**config.mk**
```make
export PLATFORM = sky130hd
export DESIGN_NAME = host_port
export DESIGN_NICKNAME = d
export VERILOG_FILES = /design/src/rtl/audio_pkg.sv /design/src/rtl/host_port.sv
export SDC_FILE = /design/constraint.sdc
export NUM_CORES = 1
export LEC_CHECK = 0
export BUFFER_PORTS_ARGS = -buffer_cell sky130_fd_sc_hd__buf_2
export CAP_MARGIN = 15
export CORE_ASPECT_RATIO = 0.7
export CORE_MARGIN = 5
export CORE_UTILIZATION = 26
export CTS_CLUSTER_SIZE = 40
export DETAILED_ROUTE_END_ITERATION = 6
export PLACE_DENSITY = 0.55
export SLEW_MARGIN = 40
export SYNTH_ARGS = -nofsm -noshare
export SYNTH_HDL_FRONTEND = slang
export SYNTH_SLANG_ARGS = --single-unit
```
**constraint.sdc**
```tcl
create_clock -name ck -period 1.45 [get_ports ck]
set_clock_uncertainty 0.1 [all_clocks]
set_input_delay 0.145 -clock ck [delete_from_list [all_inputs] [get_ports ck]]
set_output_delay 0.145 -clock ck [all_outputs]
set_load 0.01 [all_outputs]
```
**src/rtl/audio_pkg.sv**
```systemverilog
//////////////////////////////////////////////////////////////////////
// Shared address map, sizes and types of the audio mixing engine
// Regions are matched on address bits 31..16 only
// Gains are signed Q1.15, samples signed 16 bit
//////////////////////////////////////////////////////////////////////

package audio_pkg;

    // Upper address bits of the peripheral and its regions
    localparam logic [15:0] base_addr      = 16'h6000;
    localparam logic [15:0] region_coef    = base_addr + 16'h0000;
    localparam logic [15:0] region_audio   = base_addr + 16'h0100;
    localparam logic [15:0] region_result  = base_addr + 16'h0200;
    localparam logic [15:0] region_status  = base_addr + 16'h0300;
    localparam logic [15:0] region_control = base_addr + 16'h0400;

    localparam int n_chan  = 16;
    localparam int chan_w  = 4;
    localparam int n_frame = 32;
    localparam int frame_w = 5;
    localparam int n_code  = 256;
    localparam int code_w  = 8;
    // Channel in the upper bits, frame in the lower bits
    localparam int audio_w = 9;
    localparam int acc_w   = 40;

    // Output clamp limits
    localparam int sample_max = 32767;
    localparam int sample_min = -32768;

    typedef logic signed [15:0] sample_t;

    typedef enum logic [1:0] {
        op_halt = 2'd0,
        op_mac  = 2'd1,
        op_save = 2'd2,
        op_rsvd = 2'd3
    } opcode_e;

    // For save the chan field picks the result slot
    typedef struct packed {
        opcode_e              op;
        logic [chan_w-1:0]    chan;
        logic [frame_w-1:0]   delay;
        logic [4:0]           unused;
        sample_t              gain;
    } instr_t;

    typedef struct packed {
        logic        valid;
        logic [3:0]  wstrb;
        logic [31:0] addr;
        logic [31:0] wdata;
    } bus_req_t;

    typedef struct packed {
        logic error;
        logic done;
    } status_t;

endpackage
```
**src/rtl/host_port.sv**
```systemverilog
//////////////////////////////////////////////////////////////////////
// Bus slave of the audio engine
// Ready is a single-cycle pulse two clocks after valid is first seen
// Valid and the request must be held until ready, byte lanes ignored
//////////////////////////////////////////////////////////////////////

`timescale 1ns/1ps

module host_port import audio_pkg::*; (
    input  logic                ck,
    input  logic                rst,
    input  bus_req_t            req,
    output logic                ready,
    output logic [31:0]         rdata,
    output logic                coef_we,
    output logic [code_w-1:0]   coef_waddr,
    output instr_t              coef_wdata,
    output logic                audio_we,
    output logic [audio_w-1:0]  audio_waddr,
    output sample_t             audio_wdata,
    output logic [chan_w-1:0]   res_raddr,
    input  sample_t             res_rdata,
    input  status_t             status,
    output logic [frame_w-1:0]  frame,
    output logic                start
);

    logic        busy;
    logic        fire;
    logic        wr;
    logic        p1, p2;
    logic        rd_res, rd_stat;
    logic [31:0] data_q;

    // A held valid starts only one access
    assign fire = req.valid && !busy;
    assign wr   = |req.wstrb;

    assign coef_we     = fire && wr && (req.addr[31:16] == region_coef);
    assign coef_waddr  = req.addr[2+code_w-1:2];
    assign coef_wdata  = instr_t'(req.wdata);
    assign audio_we    = fire && wr && (req.addr[31:16] == region_audio);
    assign audio_waddr = req.addr[2+audio_w-1:2];
    assign audio_wdata = sample_t'(req.wdata[15:0]);
    assign res_raddr   = req.addr[2+chan_w-1:2];

    always_ff @(posedge ck) begin
        if (rst) begin
            busy  <= 1'b0;
            p1    <= 1'b0;
            p2    <= 1'b0;
            ready <= 1'b0;
            rdata <= '0;
            start <= 1'b0;
            frame <= '0;
        end else begin
            if (ready) begin
                busy <= 1'b0;
            end else if (fire) begin
                busy <= 1'b1;
            end
            p1    <= fire;
            p2    <= p1;
            ready <= p2;
            rdata <= p2 ? data_q : '0;
            start <= fire && wr && (req.addr[31:16] == region_control);
            if (fire && wr && (req.addr[31:16] == region_control)) begin
                frame <= req.wdata[frame_w-1:0];
            end
        end
    end

    // Read select and data, result RAM output is valid one clock after fire
    always_ff @(posedge ck) begin
        if (fire) begin
            rd_res  <= !wr && (req.addr[31:16] == region_result);
            rd_stat <= !wr && (req.addr[31:16] == region_status);
        end
        if (p1) begin
            data_q <= rd_res  ? {16'h0000, res_rdata} :
                      rd_stat ? {30'h0, status} : '0;
        end
    end

    a_ready_pulse: assert property (@(posedge ck) disable iff (rst) ready |=> !ready);

endmodule

```
==> results.sh <==
export IMPL_timing_rr_start="busy$_SDFFE_PP0P_"
export IMPL_final_area_um2=2490
export IMPL_synth_most_common_cell="buf_4"
export IMPL_cts_clk_slew_worst_paths_ns=0.06
export IMPL_finalCritPeriodShare_pct=101
export IMPL_power_mw=2.65
export IMPL_min_delay_start="req[2]"
export IMPL_fin_hold_ws_ns=0.0472
export IMPL_r2r_slack_ns=0.09
export IMPL_min_delay_path_depth=3
export IMPL_clock_latency_ns=0.27
export IMPL_grt_max_degree=19
export IMPL_fill_cells=910
export IMPL_crit_path_frequent_cell="buf_2"
export IMPL_grt_pass1_wl_um=6050
export IMPL_finalNetCount=322
export IMPL_clock_path_buffers=2
export IMPL_syn2layout_area_growth_pct=9.53
export IMPL_crit_cells=6
export IMPL_slew_violations=0
export IMPL_wire_per_inst_um=11.9
export IMPL_hold_viol_final=0
export IMPL_synth_top_family_by_area="buffers and inverters"
export IMPL_synthTopCellsByArea="buf_4, edfxtp_1, dfxtp_1, and2_1, a21oi_2"
export IMPL_num_vias=1287
export IMPL_viasPerCell=3.64
export IMPL_drt_iter0_drc=44
export IMPL_max_freq_mhz=686
export IMPL_start_util_pct=26.8
export IMPL_synth_edff_count=18
export IMPL_yosys_warnings=0
export IMPL_grt_setup_unrepaired="true"
export IMPL_synth_compound_area_share_pct=3.47
export IMPL_cts_sinks=44
export IMPL_dpl_hpwl_um=3290
export IMPL_ys_top_cells_by_count="buf_4, and2_1, dfxtp_1"
export IMPL_cts_buffers=5
export IMPL_seq_area_um2=1060
export IMPL_crit_family="simple AND/OR/NAND/NOR gates"
export IMPL_row_count=28
export IMPL_cp_max_fo=3
export IMPL_p_per_area_nw_per_um2=1070
export IMPL_muxShareOfSynthArea_pct=0
export IMPL_cts_hold_buf=0
export IMPL_synth_adder_area_share_pct=0
export IMPL_ys_flop_type="dfxtp_1"
export IMPL_worst_slack_ns=-0.00845
export IMPL_grt_usage_pct=7.38
export IMPL_crit_arrival_ns=1.21
export IMPL_multiInputGateArea_um2=642
export IMPL_synth_top_area_share_pct=28.1
export IMPL_grt_pass1_vias=1292
export IMPL_ys_ff_latch=44
export IMPL_drcViolationCount=0
export IMPL_synth_area_leader_cell="buf_4"
export IMPL_routed_wl_um=4210
export IMPL_period_minus_slack_ns=1.46
export IMPL_ys_types=30
export IMPL_cp_end_kind="output pin"
export IMPL_reg2regPathDepth=5
export IMPL_clock_root_buffer="clkbuf_16"
export IMPL_num_io_pins=199
export IMPL_finalSetupViolations=2
export IMPL_leakage_nw=1.11
export IMPL_htree_levels=2
export IMPL_cts_tree="built"
export IMPL_slew_headroom_pct=59.5
export IMPL_core_area_um2=8480
export IMPL_critical_path_required_ns=1.21
export IMPL_postPlaceCellArea_um2=2260
export IMPL_dr_pass1_iters=4
export IMPL_synthArstFlopShare_pct=0
export IMPL_antenna_left=0
export IMPL_drive_above_1_share_pct=50.0
export IMPL_vdd_drop_max_mv=0.323
export IMPL_die_y_um=88.2
export IMPL_antenna_found_initial=0
export IMPL_synth_simple_gate_area_share_pct=20.8
export IMPL_io_buffers=80
export IMPL_r2r_end="frame[4]$_SDFFE_PP0P_"
export IMPL_gp_congestion=0.662
export IMPL_die_w_um=122
export IMPL_syn_area_um2=2270
export IMPL_place_ws_ns=0.0112
export IMPL_synth_avg_cell_area_um2=10.8
export IMPL_path_cells="buf_2 -> nor4b_4 -> nand4_4 -> nor2_4 -> and3_1 -> buf_2"
export IMPL_cpMaxStageDelayCell="nor4b_4"
export IMPL_hold_path_class="in2reg"
export IMPL_critical_path_class="in2out"
export IMPL_hold_path_end="frame[2]$_SDFFE_PP0P_"
export IMPL_failed_checks="setup timing"
export IMPL_n_antenna_cell=0
export IMPL_grt_ovfl_total=0
export IMPL_worst_slew_pin_slew_ns=0.605
export IMPL_slowest_delay_ns=0.35
export IMPL_drv_cap=0
export IMPL_status="complete, but fails checks"
export IMPL_synthCells=211
export IMPL_dieArea_um2=10700
export IMPL_cp_num_buf_inv=2
export IMPL_cp_start_kind="primary input"
export IMPL_synth_xor_area_share_pct=0
export IMPL_yosysSeqAreaShare_pct=46.7
export IMPL_final_util_pct=29.3
==> flip-flops by register name (all words and copies together) (netlist names) <==
signal / cells
data_q: 16
rd_stat: 1
p2: 1
rdata: 16
frame: 5
ready: 1
p1: 1
busy: 1
rd_res: 1
start: 1
==> cell type report <==
class	count	area share (%)
multi-input cells	93	25.8
clock buffers	7	5.73
flip-flops and latches	44	42.7
well taps	120	6.04
inverters	1	0.151
repair buffers	88	19.3
clock inverters	1	0.302
==> worst max-delay path by stage <==
stage | slack (ns) | from | endpoint
final | -0.008 | req[55] | audio_we
after global routing | -0.07 | req[55] | audio_we
after CTS | 0.005 | req[55] | audio_we
after detailed placement | 0.01 | req[55] | audio_we
after global placement | -0.06 | p2$_SDFF_PP0_ | rdata[10]$_SDFF_PP0_
after floorplan | 0.24 | req[65] | frame[0]$_SDFFE_PP0P_
==> where the power goes <==
part / internal, mW / switching, mW
clock network: 0.685 / 0.421
logic: 0.0982 / 0.113
registers: 1.32 / 0.0119
total: 2.11 / 0.546
==> kinds of logic (layout without fill, tap and decap cells) <==
family | count (synthesis) | in the layout
AND/OR/NAND/NOR | 65 | 65
flip-flops | 44 | 44
AO/OA/AOI/OAI | 12 | 12
buffers and inverters | 89 | 97
other | 1 | 16
==> worst min-delay path, cell delays in order <==
cell and delay (ns):
buf_2 0.11, nand3_1 0.08, a21oi_2 0.05
==> metal layers <==
layer	wire length, um	global-route usage (%)	up-vias
met3	436	4.00	12
met5	0	0	-
met4	73	3.46	0
met1	1620	7.98	585
li1	-	-	632
met2	2090	12.0	58
==> per-stage QoR <==
stage / setup TNS, ns / cells
after floorplan: 0 / 226
after global placement: -1.01 / 342
after detailed placement: 0 / 342
after CTS: 0 / 351
after global routing: -0.128 / 354
final: -0.0127 / 354
==> what timing repair did <==
action                                  4_1_cts  5_1_grt
resized for setup                             3        8
hold endpoints to repair                      0        0
pin swaps                                     2        2
endpoints found under the setup margin        2        2
buffers inserted                              1        3
==> placed cells by master (no fill, tap or decap), types with 4 or more instances in the layout <==
| cell type | Yosys | layout |
|---|---|---|
| nand3_1 | 5 | 5 |
| nand2_1 | 4 | 4 |
| a21oi_2 | 5 | 5 |
| edfxtp_1 | 18 | 18 |
| buf_4 | 85 | 8 |
| and2_1 | 31 | 30 |
| o21ai_1 | 5 | 5 |
| dfxtp_1 | 26 | 25 |
| buf_2 | 2 | 77 |
| conb_1 | 1 | 16 |
| clkbuf_16 | 0 | 5 |
No activity file was read; power rests on OpenSTA's default activity.
