[src/rtl/audio_pkg.sv]
//////////////////////////////////////////////////////////////////////
// Shared address map, sizes and types of the audio mixing engine
// Regions are matched on address bits 31..16 only
// Gains are signed Q1.15, samples signed 16 bit
//////////////////////////////////////////////////////////////////////

package audio_pkg;

    // Upper address bits of the peripheral and its regions
    localparam logic [15:0] base_addr      = 16'h6000;
    localparam logic [15:0] region_coef    = base_addr + 16'h0000;
    localparam logic [15:0] region_audio   = base_addr + 16'h0100;
    localparam logic [15:0] region_result  = base_addr + 16'h0200;
    localparam logic [15:0] region_status  = base_addr + 16'h0300;
    localparam logic [15:0] region_control = base_addr + 16'h0400;

    localparam int n_chan  = 16;
    localparam int chan_w  = 4;
    localparam int n_frame = 32;
    localparam int frame_w = 5;
    localparam int n_code  = 256;
    localparam int code_w  = 8;
    // Channel in the upper bits, frame in the lower bits
    localparam int audio_w = 9;
    localparam int acc_w   = 40;

    // Output clamp limits
    localparam int sample_max = 32767;
    localparam int sample_min = -32768;

    typedef logic signed [15:0] sample_t;

    typedef enum logic [1:0] {
        op_halt = 2'd0,
        op_mac  = 2'd1,
        op_save = 2'd2,
        op_rsvd = 2'd3
    } opcode_e;

    // For save the chan field picks the result slot
    typedef struct packed {
        opcode_e              op;
        logic [chan_w-1:0]    chan;
        logic [frame_w-1:0]   delay;
        logic [4:0]           unused;
        sample_t              gain;
    } instr_t;

    typedef struct packed {
        logic        valid;
        logic [3:0]  wstrb;
        logic [31:0] addr;
        logic [31:0] wdata;
    } bus_req_t;

    typedef struct packed {
        logic error;
        logic done;
    } status_t;

endpackage
[src/rtl/mix_sequencer.sv]
//////////////////////////////////////////////////////////////////////
// Mix program sequencer
// MAC and SAVE take three clocks, HALT two and then done is set
// Reserved opcode or a step past the last word sets error and done
// A start pulse restarts the program from word 0 at any time
//////////////////////////////////////////////////////////////////////

`timescale 1ns/1ps

module mix_sequencer import audio_pkg::*; (
    input  logic               ck,
    input  logic               rst,
    input  logic               start,
    input  logic [frame_w-1:0] frame,
    output logic [code_w-1:0]  coef_raddr,
    input  instr_t             coef_rdata,
    output logic [audio_w-1:0] audio_raddr,
    input  sample_t            audio_rdata,
    output logic               res_we,
    output logic [chan_w-1:0]  res_waddr,
    output sample_t            res_wdata,
    output status_t            status
);

    typedef enum logic [2:0] {idle, fetch, read, exec, save_wait, finish} state_e;

    state_e             state;
    logic               done, error;
    logic               pc_step;
    logic               overrun;
    logic               mac_clear;
    logic [frame_w-1:0] src_frame;

    // pc holds until the instruction completes, so coef_rdata stays valid
    prog_counter i_prog_counter (
        .ck(ck), .rst(rst), .clear(start), .step(pc_step),
        .pc(coef_raddr), .overrun(overrun)
    );

    // Delayed frame wraps modulo the frame count
    assign src_frame   = frame - coef_rdata.delay;
    assign audio_raddr = {coef_rdata.chan, src_frame};

    assign pc_step   = !start && (state == exec || state == save_wait);
    assign mac_clear = start || (state == save_wait);

    mac_unit i_mac_unit (
        .ck(ck), .rst(rst), .clear(mac_clear), .acc_en(state == exec),
        .sample(audio_rdata), .gain(coef_rdata.gain), .result(res_wdata)
    );

    assign res_we    = (state == save_wait);
    assign res_waddr = coef_rdata.chan;
    assign status    = '{error: error, done: done};

    always_ff @(posedge ck) begin
        if (rst) begin
            state <= idle;
            done  <= 1'b0;
            error <= 1'b0;
        end else if (start) begin
            state <= fetch;
            done  <= 1'b0;
            error <= 1'b0;
        end else begin
            case (state)
                fetch: begin
                    if (overrun) begin
                        error <= 1'b1;
                        state <= finish;
                    end else begin
                        state <= read;
                    end
                end
                read: begin
                    case (coef_rdata.op)
                        op_mac:  state <= exec;
                        op_save: state <= save_wait;
                        op_halt: state <= finish;
                        default: begin
                            error <= 1'b1;
                            state <= finish;
                        end
                    endcase
                end
                exec, save_wait: state <= fetch;
                finish: begin
                    done  <= 1'b1;
                    state <= idle;
                end
                default: state <= idle;
            endcase
        end
    end

    // The SAVE word stays on the program RAM output until its slot is written
    a_save_write: assert property (@(posedge ck) disable iff (rst)
        res_we |-> (coef_rdata.op == op_save) && $stable(coef_rdata.chan));

endmodule

[src/rtl/mac_unit.sv]
//////////////////////////////////////////////////////////////////////
// Signed multiply-accumulate for Q1.15 gains
// Result is acc >>> 15 clamped to 16 bits, one clock behind acc
// Clear has priority over accumulate
//////////////////////////////////////////////////////////////////////

`timescale 1ns/1ps

module mac_unit import audio_pkg::*; (
    input  logic    ck,
    input  logic    rst,
    input  logic    clear,
    input  logic    acc_en,
    input  sample_t sample,
    input  sample_t gain,
    output sample_t result
);

    logic signed [31:0]      product;
    logic signed [acc_w-1:0] acc;
    logic signed [acc_w-1:0] scaled;

    assign product = sample * gain;
    assign scaled  = acc >>> 15;

    always_ff @(posedge ck) begin
        if (rst || clear) begin
            acc <= '0;
        end else if (acc_en) begin
            acc <= acc + product;
        end
    end

    // Saturate to the sample range
    always_ff @(posedge ck) begin
        if (scaled > sample_max) begin
            result <= sample_t'(sample_max);
        end else if (scaled < sample_min) begin
            result <= sample_t'(sample_min);
        end else begin
            result <= scaled[15:0];
        end
    end

endmodule

[src/rtl/prog_counter.sv]
//////////////////////////////////////////////////////////////////////
// Program address counter of the mix sequencer
// Overrun sets on a step from the last program word, held until clear
//////////////////////////////////////////////////////////////////////

`timescale 1ns/1ps

module prog_counter import audio_pkg::*; (
    input  logic              ck,
    input  logic              rst,
    input  logic              clear,
    input  logic              step,
    output logic [code_w-1:0] pc,
    output logic              overrun
);

    always_ff @(posedge ck) begin
        if (rst || clear) begin
            pc      <= '0;
            overrun <= 1'b0;
        end else if (step) begin
            // Address wraps, the flag records it
            if (pc == code_w'(n_code - 1)) begin
                overrun <= 1'b1;
            end
            pc <= pc + 1'b1;
        end
    end

    a_clear_step: assert property (@(posedge ck) disable iff (rst) !(clear && step));

endmodule

[config.mk]
export PLATFORM = sky130hd
export DESIGN_NAME = mix_sequencer
export DESIGN_NICKNAME = d
export VERILOG_FILES = /design/src/rtl/audio_pkg.sv /design/src/rtl/mix_sequencer.sv /design/src/rtl/mac_unit.sv /design/src/rtl/prog_counter.sv
export SDC_FILE = /design/constraint.sdc
export NUM_CORES = 1
export LEC_CHECK = 0
export BUFFER_PORTS_ARGS = -buffer_cell sky130_fd_sc_hd__buf_2
export CAP_MARGIN = 0
export CORE_ASPECT_RATIO = 1.4
export CORE_MARGIN = 10
export CORE_UTILIZATION = 35
export CTS_CLUSTER_SIZE = 12
export DETAILED_ROUTE_END_ITERATION = 6
export GPL_TIMING_DRIVEN = 0
export PLACE_DENSITY = 0.57
export SLEW_MARGIN = 10
export SYNTH_ARGS = -nofsm -noshare
export SYNTH_HDL_FRONTEND = slang
export SYNTH_SLANG_ARGS = --single-unit
[constraint.sdc]
create_clock -name ck -period 6.1 [get_ports ck]
set_clock_uncertainty 0.2 [all_clocks]
set_input_delay 0.61 -clock ck [delete_from_list [all_inputs] [get_ports ck]]
set_output_delay 0.61 -clock ck [all_outputs]
set_load 0.005 [all_outputs]
==> run metrics, run 1 <==
syn_nets=2,180; IO buf count=86; die area=approximately 52,000 µm²; # IOs=96; WHS Path Cells=2; Crit Path Category=input pin to register; Vias per Instance=roughly 4.9; cells on worst reg2reg path=19; largest net degree at the start of global routing=22; max-cap violation count=0; R2R Setup Slk=around 560 ps; Layout Nets=2,396; Sink Count=70; Critical Path RT=between 6000 and 7000 ps; Die X=195.1 µm; post-DP HPWL=36,420 µm; Synth async-reset ratio=0%; HP Class=input pin to register; Unique masters post-synth=48; Crit path top cell by count=fa_1; layout cells sized above 1=23.50%; Reg area=between 1000 and 1500 µm²; RSZ-0062 raised after global routing=true; gp weighted congestion=approximately 0.89; Die H=265.2 µm; Row Count=between 80 and 90; sequential fraction of the synthesis area=under 10%; Final Util=approximately 46%; top cell type by total area after synthesis=fa_1; wire length per cell=around 18 µm; first-pass GRT wire length=71,150 µm; CTS tree=built; Synth Register Bits=70; clock latency at the later pin of the worst-skew pair=roughly 340 ps; Syn. warnings=0; Starting Density=35.52%; final hold violation count=0; TritonRoute pass-1 iters=5; number of flops mapped to enable cells by yosys=0; Worst Tran Pin Value=853.9 ps; Final Worst Setup Slack=-219.5 ps; CTS root buf=clkbuf_16; final wirelength=44,450 µm; status=complete, but fails checks; CP endpoint kind=register; slowest stage delay, CP=~600 ps; CP Launch Type=input pin; CP Data Arrival Time=~6400 ps; antenna-violating nets left=0; Area contributors post-synth=fa_1, inv_1, ha_1, dfxtp_1, nand2_1; Synth Flop Type=dfxtp_1; Worst-path clk slew=60 ps; H-tree Lvls=3; GR Overflow Total=0; crit-path cells=buf_12 > clkbuf_16 > nand2_2 > fa_1 > inv_2 > fa_1 > inv_2 > fa_1 > inv_2 > fa_2 > fa_1 > fa_2 > ha_4 > a21oi_2 > o21bai_1 > a311o_1 > o31ai_4 > o221ai_4 > a21oi_2 > mux2i_1 > a21oi_2 > a21o_1; Crit Path Max Fanout=8; failing checks=setup timing; antenna violations before repair=1; GRT Resource Usage Total=between 10% and 20%; minimum clock period=around 6300 ps; clk buf depth=2; Relative slew margins=42.59%; max-slew violations=0; Fill cells=~4,100; DRC Markers=0; Synth Instances=~1,700; crit path max-delay cell type=fa_2; core footprint=about 42,000 µm²; Final Cycle Share=103.6%; Syn Area/Cell=8.984 µm²; area of the mapped netlist=15,030 µm²; initial DRC count=approximately 440; vias in the first global route=approximately 13,000; vias post-DR=about 12,000; Area Growth Syn to Fin=28.49%; number of buffers created by CTS=9; Fmax=roughly 0.16 GHz; final setup fails=15; area of the multi-input gates=approximately 13,000 µm²; Yosys top cell area share=between 40 and 50%
## what timing repair did
item                                    in CTS  in global routing
gates resized for setup                    259                107
buffers inserted                            91                 29
endpoints found under the setup margin      28                 26
hold buffers                                 0                  0
pin swaps                                   81                 93
cloned                                       1                  1
endpoints found under the hold margin        0                  0
## worst max-delay path: cells and delay by family
family                     cells  cell delay, ps
muxes                          1             230
and+or+nand+nor                1              60
buffers and inverters          5             370
AOI/OAI and AO/OA              8            1600
adders and majority gates      7            3460
## flip-flops by register name (all words and copies together) (netlist names)
name,count
state,3
i_mac_unit.result,16
done,1
error,1
i_prog_counter.overrun,1
i_mac_unit.acc,40
i_prog_counter.pc,8
## routing by layer
| layer | global-route usage (%) | part of all wire, % |
|---|---|---|
| met3 | 1.901 | 3.1 |
| met2 | 33.40 | 56 |
| met1 | 17.82 | 34 |
| met5 | 0 | 0 |
| met4 | 9.946 | 6.5 |
## kinds of logic after synthesis
group | after synthesis | share of synthesized area (%)
fa+ha+maj | 451 | 54.07
buf+inv | 480 | 12.29
flops | 70 | 9.323
xor+xnor | 46 | 2.680
compound gates | 169 | 7.109
mux | 4 | 0.2664
simple gates | 453 | 14.25
## cells in the final DEF, fill, tap and decap left out, types with 8 or more instances in the layout
| cell type | count |
|---|---|
| and2_1 | 103 |
| clkbuf_16 | 36 |
| o21ai_0 | 13 |
| nor2b_1 | 8 |
| buf_8 | 11 |
| buf_4 | 107 |
| ha_4 | 19 |
| fa_1 | 306 |
| nand2_1 | 196 |
| xor2_1 | 14 |
| a21oi_2 | 18 |
| nand2_2 | 9 |
| buf_12 | 19 |
| buf_6 | 26 |
| ha_1 | 96 |
| dfxtp_1 | 70 |
| nor3_1 | 14 |
| buf_2 | 55 |
| fa_2 | 25 |
| nand4_1 | 8 |
| a21oi_1 | 43 |
| clkbuf_1 | 16 |
| nand3_1 | 17 |
| a21o_1 | 33 |
| o21ai_1 | 11 |
| nor2_1 | 45 |
| and2_4 | 11 |
| xnor2_1 | 27 |
| inv_2 | 38 |
| inv_1 | 376 |
## synth_stat cells, types with 6 or more instances
library cell,number
inv_1,419
fa_1,331
nand2_1,214
ha_1,120
and2_1,114
dfxtp_1,70
a21oi_1,64
nor2_1,48
clkbuf_1,45
a21o_1,33
xnor2_1,30
o21ai_0,28
nand3_1,19
nor3_1,16
xor2_1,16
buf_4,10
a31oi_1,9
and3_1,9
nand4_1,8
nor2b_1,8
o21bai_1,7
o211ai_1,6
## layout make-up
type / instances / area share (%)
multi-input cells: 1123 / 65.20
repair buffers: 206 / 9.361
inverters: 419 / 8.228
flip-flops and latches: 70 / 7.256
plain buffers: 59 / 4.522
well taps: 546 / 3.537
clock buffers: 10 / 1.237
clock inverters: 6 / 0.6025
repair inverters: 1 / 0.03887
diodes: 1 / 0.01296
## through the flow
step           worst slack (ps)  setup TNS (ps)  instances  instance area, µm²  hold WS, ps
6_report                 -219.5           -2013       2441               19310        243.2
5_1_grt                  -392.4           -5321       2441               19310        255.6
4_1_cts                  -315.8           -2737       2412               18760        239.2
3_5_place_dp              -1313          -25900       2305               16560        258.8
3_3_place_gp              -1267          -25290       2305               16560        249.6
2_1_floorplan            -138.6          -408.8       1673               15450        235.6
## path summary, 6_finish.rpt
| kind | from | end |
|---|---|---|
| max | audio_rdata[7] | i_mac_unit.acc[37] |
| min | rst | state[0] |
| max reg2reg | i_mac_unit.acc[15] | i_mac_unit.acc[37] |
| min reg2reg | i_mac_unit.acc[8] | i_mac_unit.acc[8] |
Power of run 1 is not shown: default switching activity piles up to over one toggle a cycle in this logic, so the estimate is an artifact.
==> run 2: changes to the inputs <==
==> constraint.sdc (replaced) <==
create_clock -name ck -period 5.4 [get_ports ck]
set_clock_uncertainty 0.2 [all_clocks]
set_input_delay 0.54 -clock ck [delete_from_list [all_inputs] [get_ports ck]]
set_output_delay 0.54 -clock ck [all_outputs]
set_load 0.005 [all_outputs]
==> run 2 against run 1 <==
Compared with the run above:
- the run still ends with setup timing left
- core utilization down 0.074 points
- flip-flop and latch count unchanged
- register-to-register slack worse by 850 ps
- die area unchanged
- setup slack worse by 780 ps
- design area down 0.16%
==> run metrics, run 2 (synthesized netlist as in run 1, its figures left out) <==
area of the multi-input gates=12,660 µm² (+0.53%); Final Cycle Share=118.6%; crit-path cells=buf_12 > clkbuf_16 > nand2_1 > fa_1 > inv_1 > fa_1 > fa_1 > fa_1 > fa_1 > inv_2 > fa_1 > inv_2 > ha_4 > buf_6 > a21o_1 > o21bai_1 > a311o_1 > o31ai_4 > o221ai_4 > a211oi_2 > xnor2_2 > nand2_1 > a21oi_2; max-cap violation count=0 (unchanged); CP Launch Type=input pin; final setup fails=28 (+13); wire length per cell=18.47 µm (+1.4%); Crit path top cell by count=fa_1; CP Buf/Inv Count=6 (+1); failing checks=setup timing; die area=51,750 µm² (unchanged); largest registers=i_mac_unit.acc x40, i_mac_unit.result x16, i_prog_counter.pc x8; core footprint=42,320 µm² (unchanged); Reg with most FFs=i_mac_unit.acc; post-DP HPWL=36,760 µm (+0.95%); Reg area=1401 µm² (unchanged); number of buffers created by CTS=9 (unchanged); Starting Density=35.52% (unchanged); max-slew violations=0 (unchanged); initial DRC count=391 (-10%); largest net degree at the start of global routing=22 (unchanged); final hold violation count=0 (unchanged); minimum clock period=6404 ps; GRT Resource Usage Total=17.60% (+0.19 points); crit path max-delay cell type=fa_1; DRC Markers=0 (unchanged); CTS root buf=clkbuf_16; Hold WS=173.3 ps (-69.83 ps); Area Growth Syn to Fin=28.29%; clk buf depth=2 (unchanged); layout cells sized above 1=23.53% (+0.037 points); slowest stage delay, CP=610 ps (about the same); gp weighted congestion=0.9031 (+1.9%); Critical Path RT=5470 ps (-670 ps); Die H=265.2 µm (unchanged); # IOs=96 (unchanged); clock latency at the later pin of the worst-skew pair=340 ps (about the same); Die X=195.1 µm (unchanged); CTS tree=built; CP delay by family, top=adder cells; Vias per Instance=4.830 (-0.50%); Fmax=roughly 0.16 GHz; max FFs per register=40 (unchanged); Layout Nets=2,394 (-0.083%); TritonRoute pass-1 iters=5 (unchanged); vias in the first global route=13,140 (-2.3%); Worst Tran Pin Value=904.7 ps (+50.79 ps); Final Non-Filler Cells=2,437 (-0.16%); Crit Path Max Fanout=7 (-1); placed cells=2,305 (unchanged); HP Class=input pin to register; Fill cells=4,085 (-0.51%); final wirelength=45,010 µm (+1.3%); H-tree Lvls=3 (unchanged); most common cell after layout, fill and taps aside=inv_1; Final Util=45.57% (-0.074 points); Row Count=89 (unchanged); CP Data Arrival Time=6470 ps (+110 ps); n_diodes=0 (-1); antenna violations before repair=0 (-1); final setup TNS=-20,870 ps (-18,860 ps); Worst-path clk slew=60 ps (about the same); antenna-violating nets left=0 (unchanged); status=complete, but fails checks; Final Worst Setup Slack=-1004 ps (-784.8 ps); Relative slew margins=39.17% (-3.4 points); IO buf count=86 (unchanged); GR Overflow Total=0 (unchanged); first-pass GRT wire length=71,820 µm (+0.95%); RSZ-0062 raised after global routing=true; Sink Count=70 (unchanged); Crit Path Category=input pin to register; vias post-DR=11,770 (-0.67%); commonest non-fill, non-tap cells in the layout=inv_1, fa_1, nand2_1; CP endpoint kind=register
-- run 2: changes by cell type in the layout (fill, tap and decap cells not counted), sizes merged --
cell | before | now
diode | 1 | 0
clkinv | 1 | 2
clkbuf | 55 | 54
bufinv | 3 | 1
inv | 418 | 417
-- run 2: stage by stage --
stage | instance area [µm²] | setup slack [ps]
global route | 19280 | -1171
floorplan | 15640 | -767.9
detailed placement | 16760 | -1886
CTS | 18780 | -1001
finish | 19280 | -1004
global placement | 16760 | -1861
-- run 2: repair_timing --
item,4_1_cts,5_1_grt
buffers inserted,94,28
hold buffers,0,0
resized for setup,230,95
cloned,1,1
pin swaps,62,87
setup endpoints to repair,32,30
-- run 2: worst paths after layout --
path,startpoint,endpoint,slack [ps],cells past startpoint
setup / recovery,audio_rdata[7],i_mac_unit.acc[35],-1000,23
hold / removal,rst,state[0],170,2
setup reg to reg,i_mac_unit.acc[15],i_mac_unit.acc[35],-290,20
hold reg to reg,i_mac_unit.acc[8],i_mac_unit.acc[8],260,2
-- run 2: area by class of cell --
class / count / share of cell area, %
Multi-Input combinational cell: 1123 / 65.65
Timing Repair Buffer: 203 / 9.260
Inverter: 419 / 8.221
Sequential cell: 70 / 7.268
Buffer: 60 / 4.510
Tap cell: 546 / 3.543
Clock buffer: 11 / 1.259
Clock inverter: 4 / 0.2466
Timing Repair inverter: 1 / 0.03893
-- run 2: metal layers --
| metal | routed length [µm] | GRT usage (%) | share of wire (%) |
|---|---|---|---|
| met3 | 1194 | 1.850 | 2.7 |
| met4 | 2960 | 9.905 | 6.6 |
| met1 | 15720 | 18.03 | 35 |
| met5 | 0 | 0 | 0 |
| met2 | 25130 | 33.87 | 56 |
Power of run 2 is left out for the same reason.
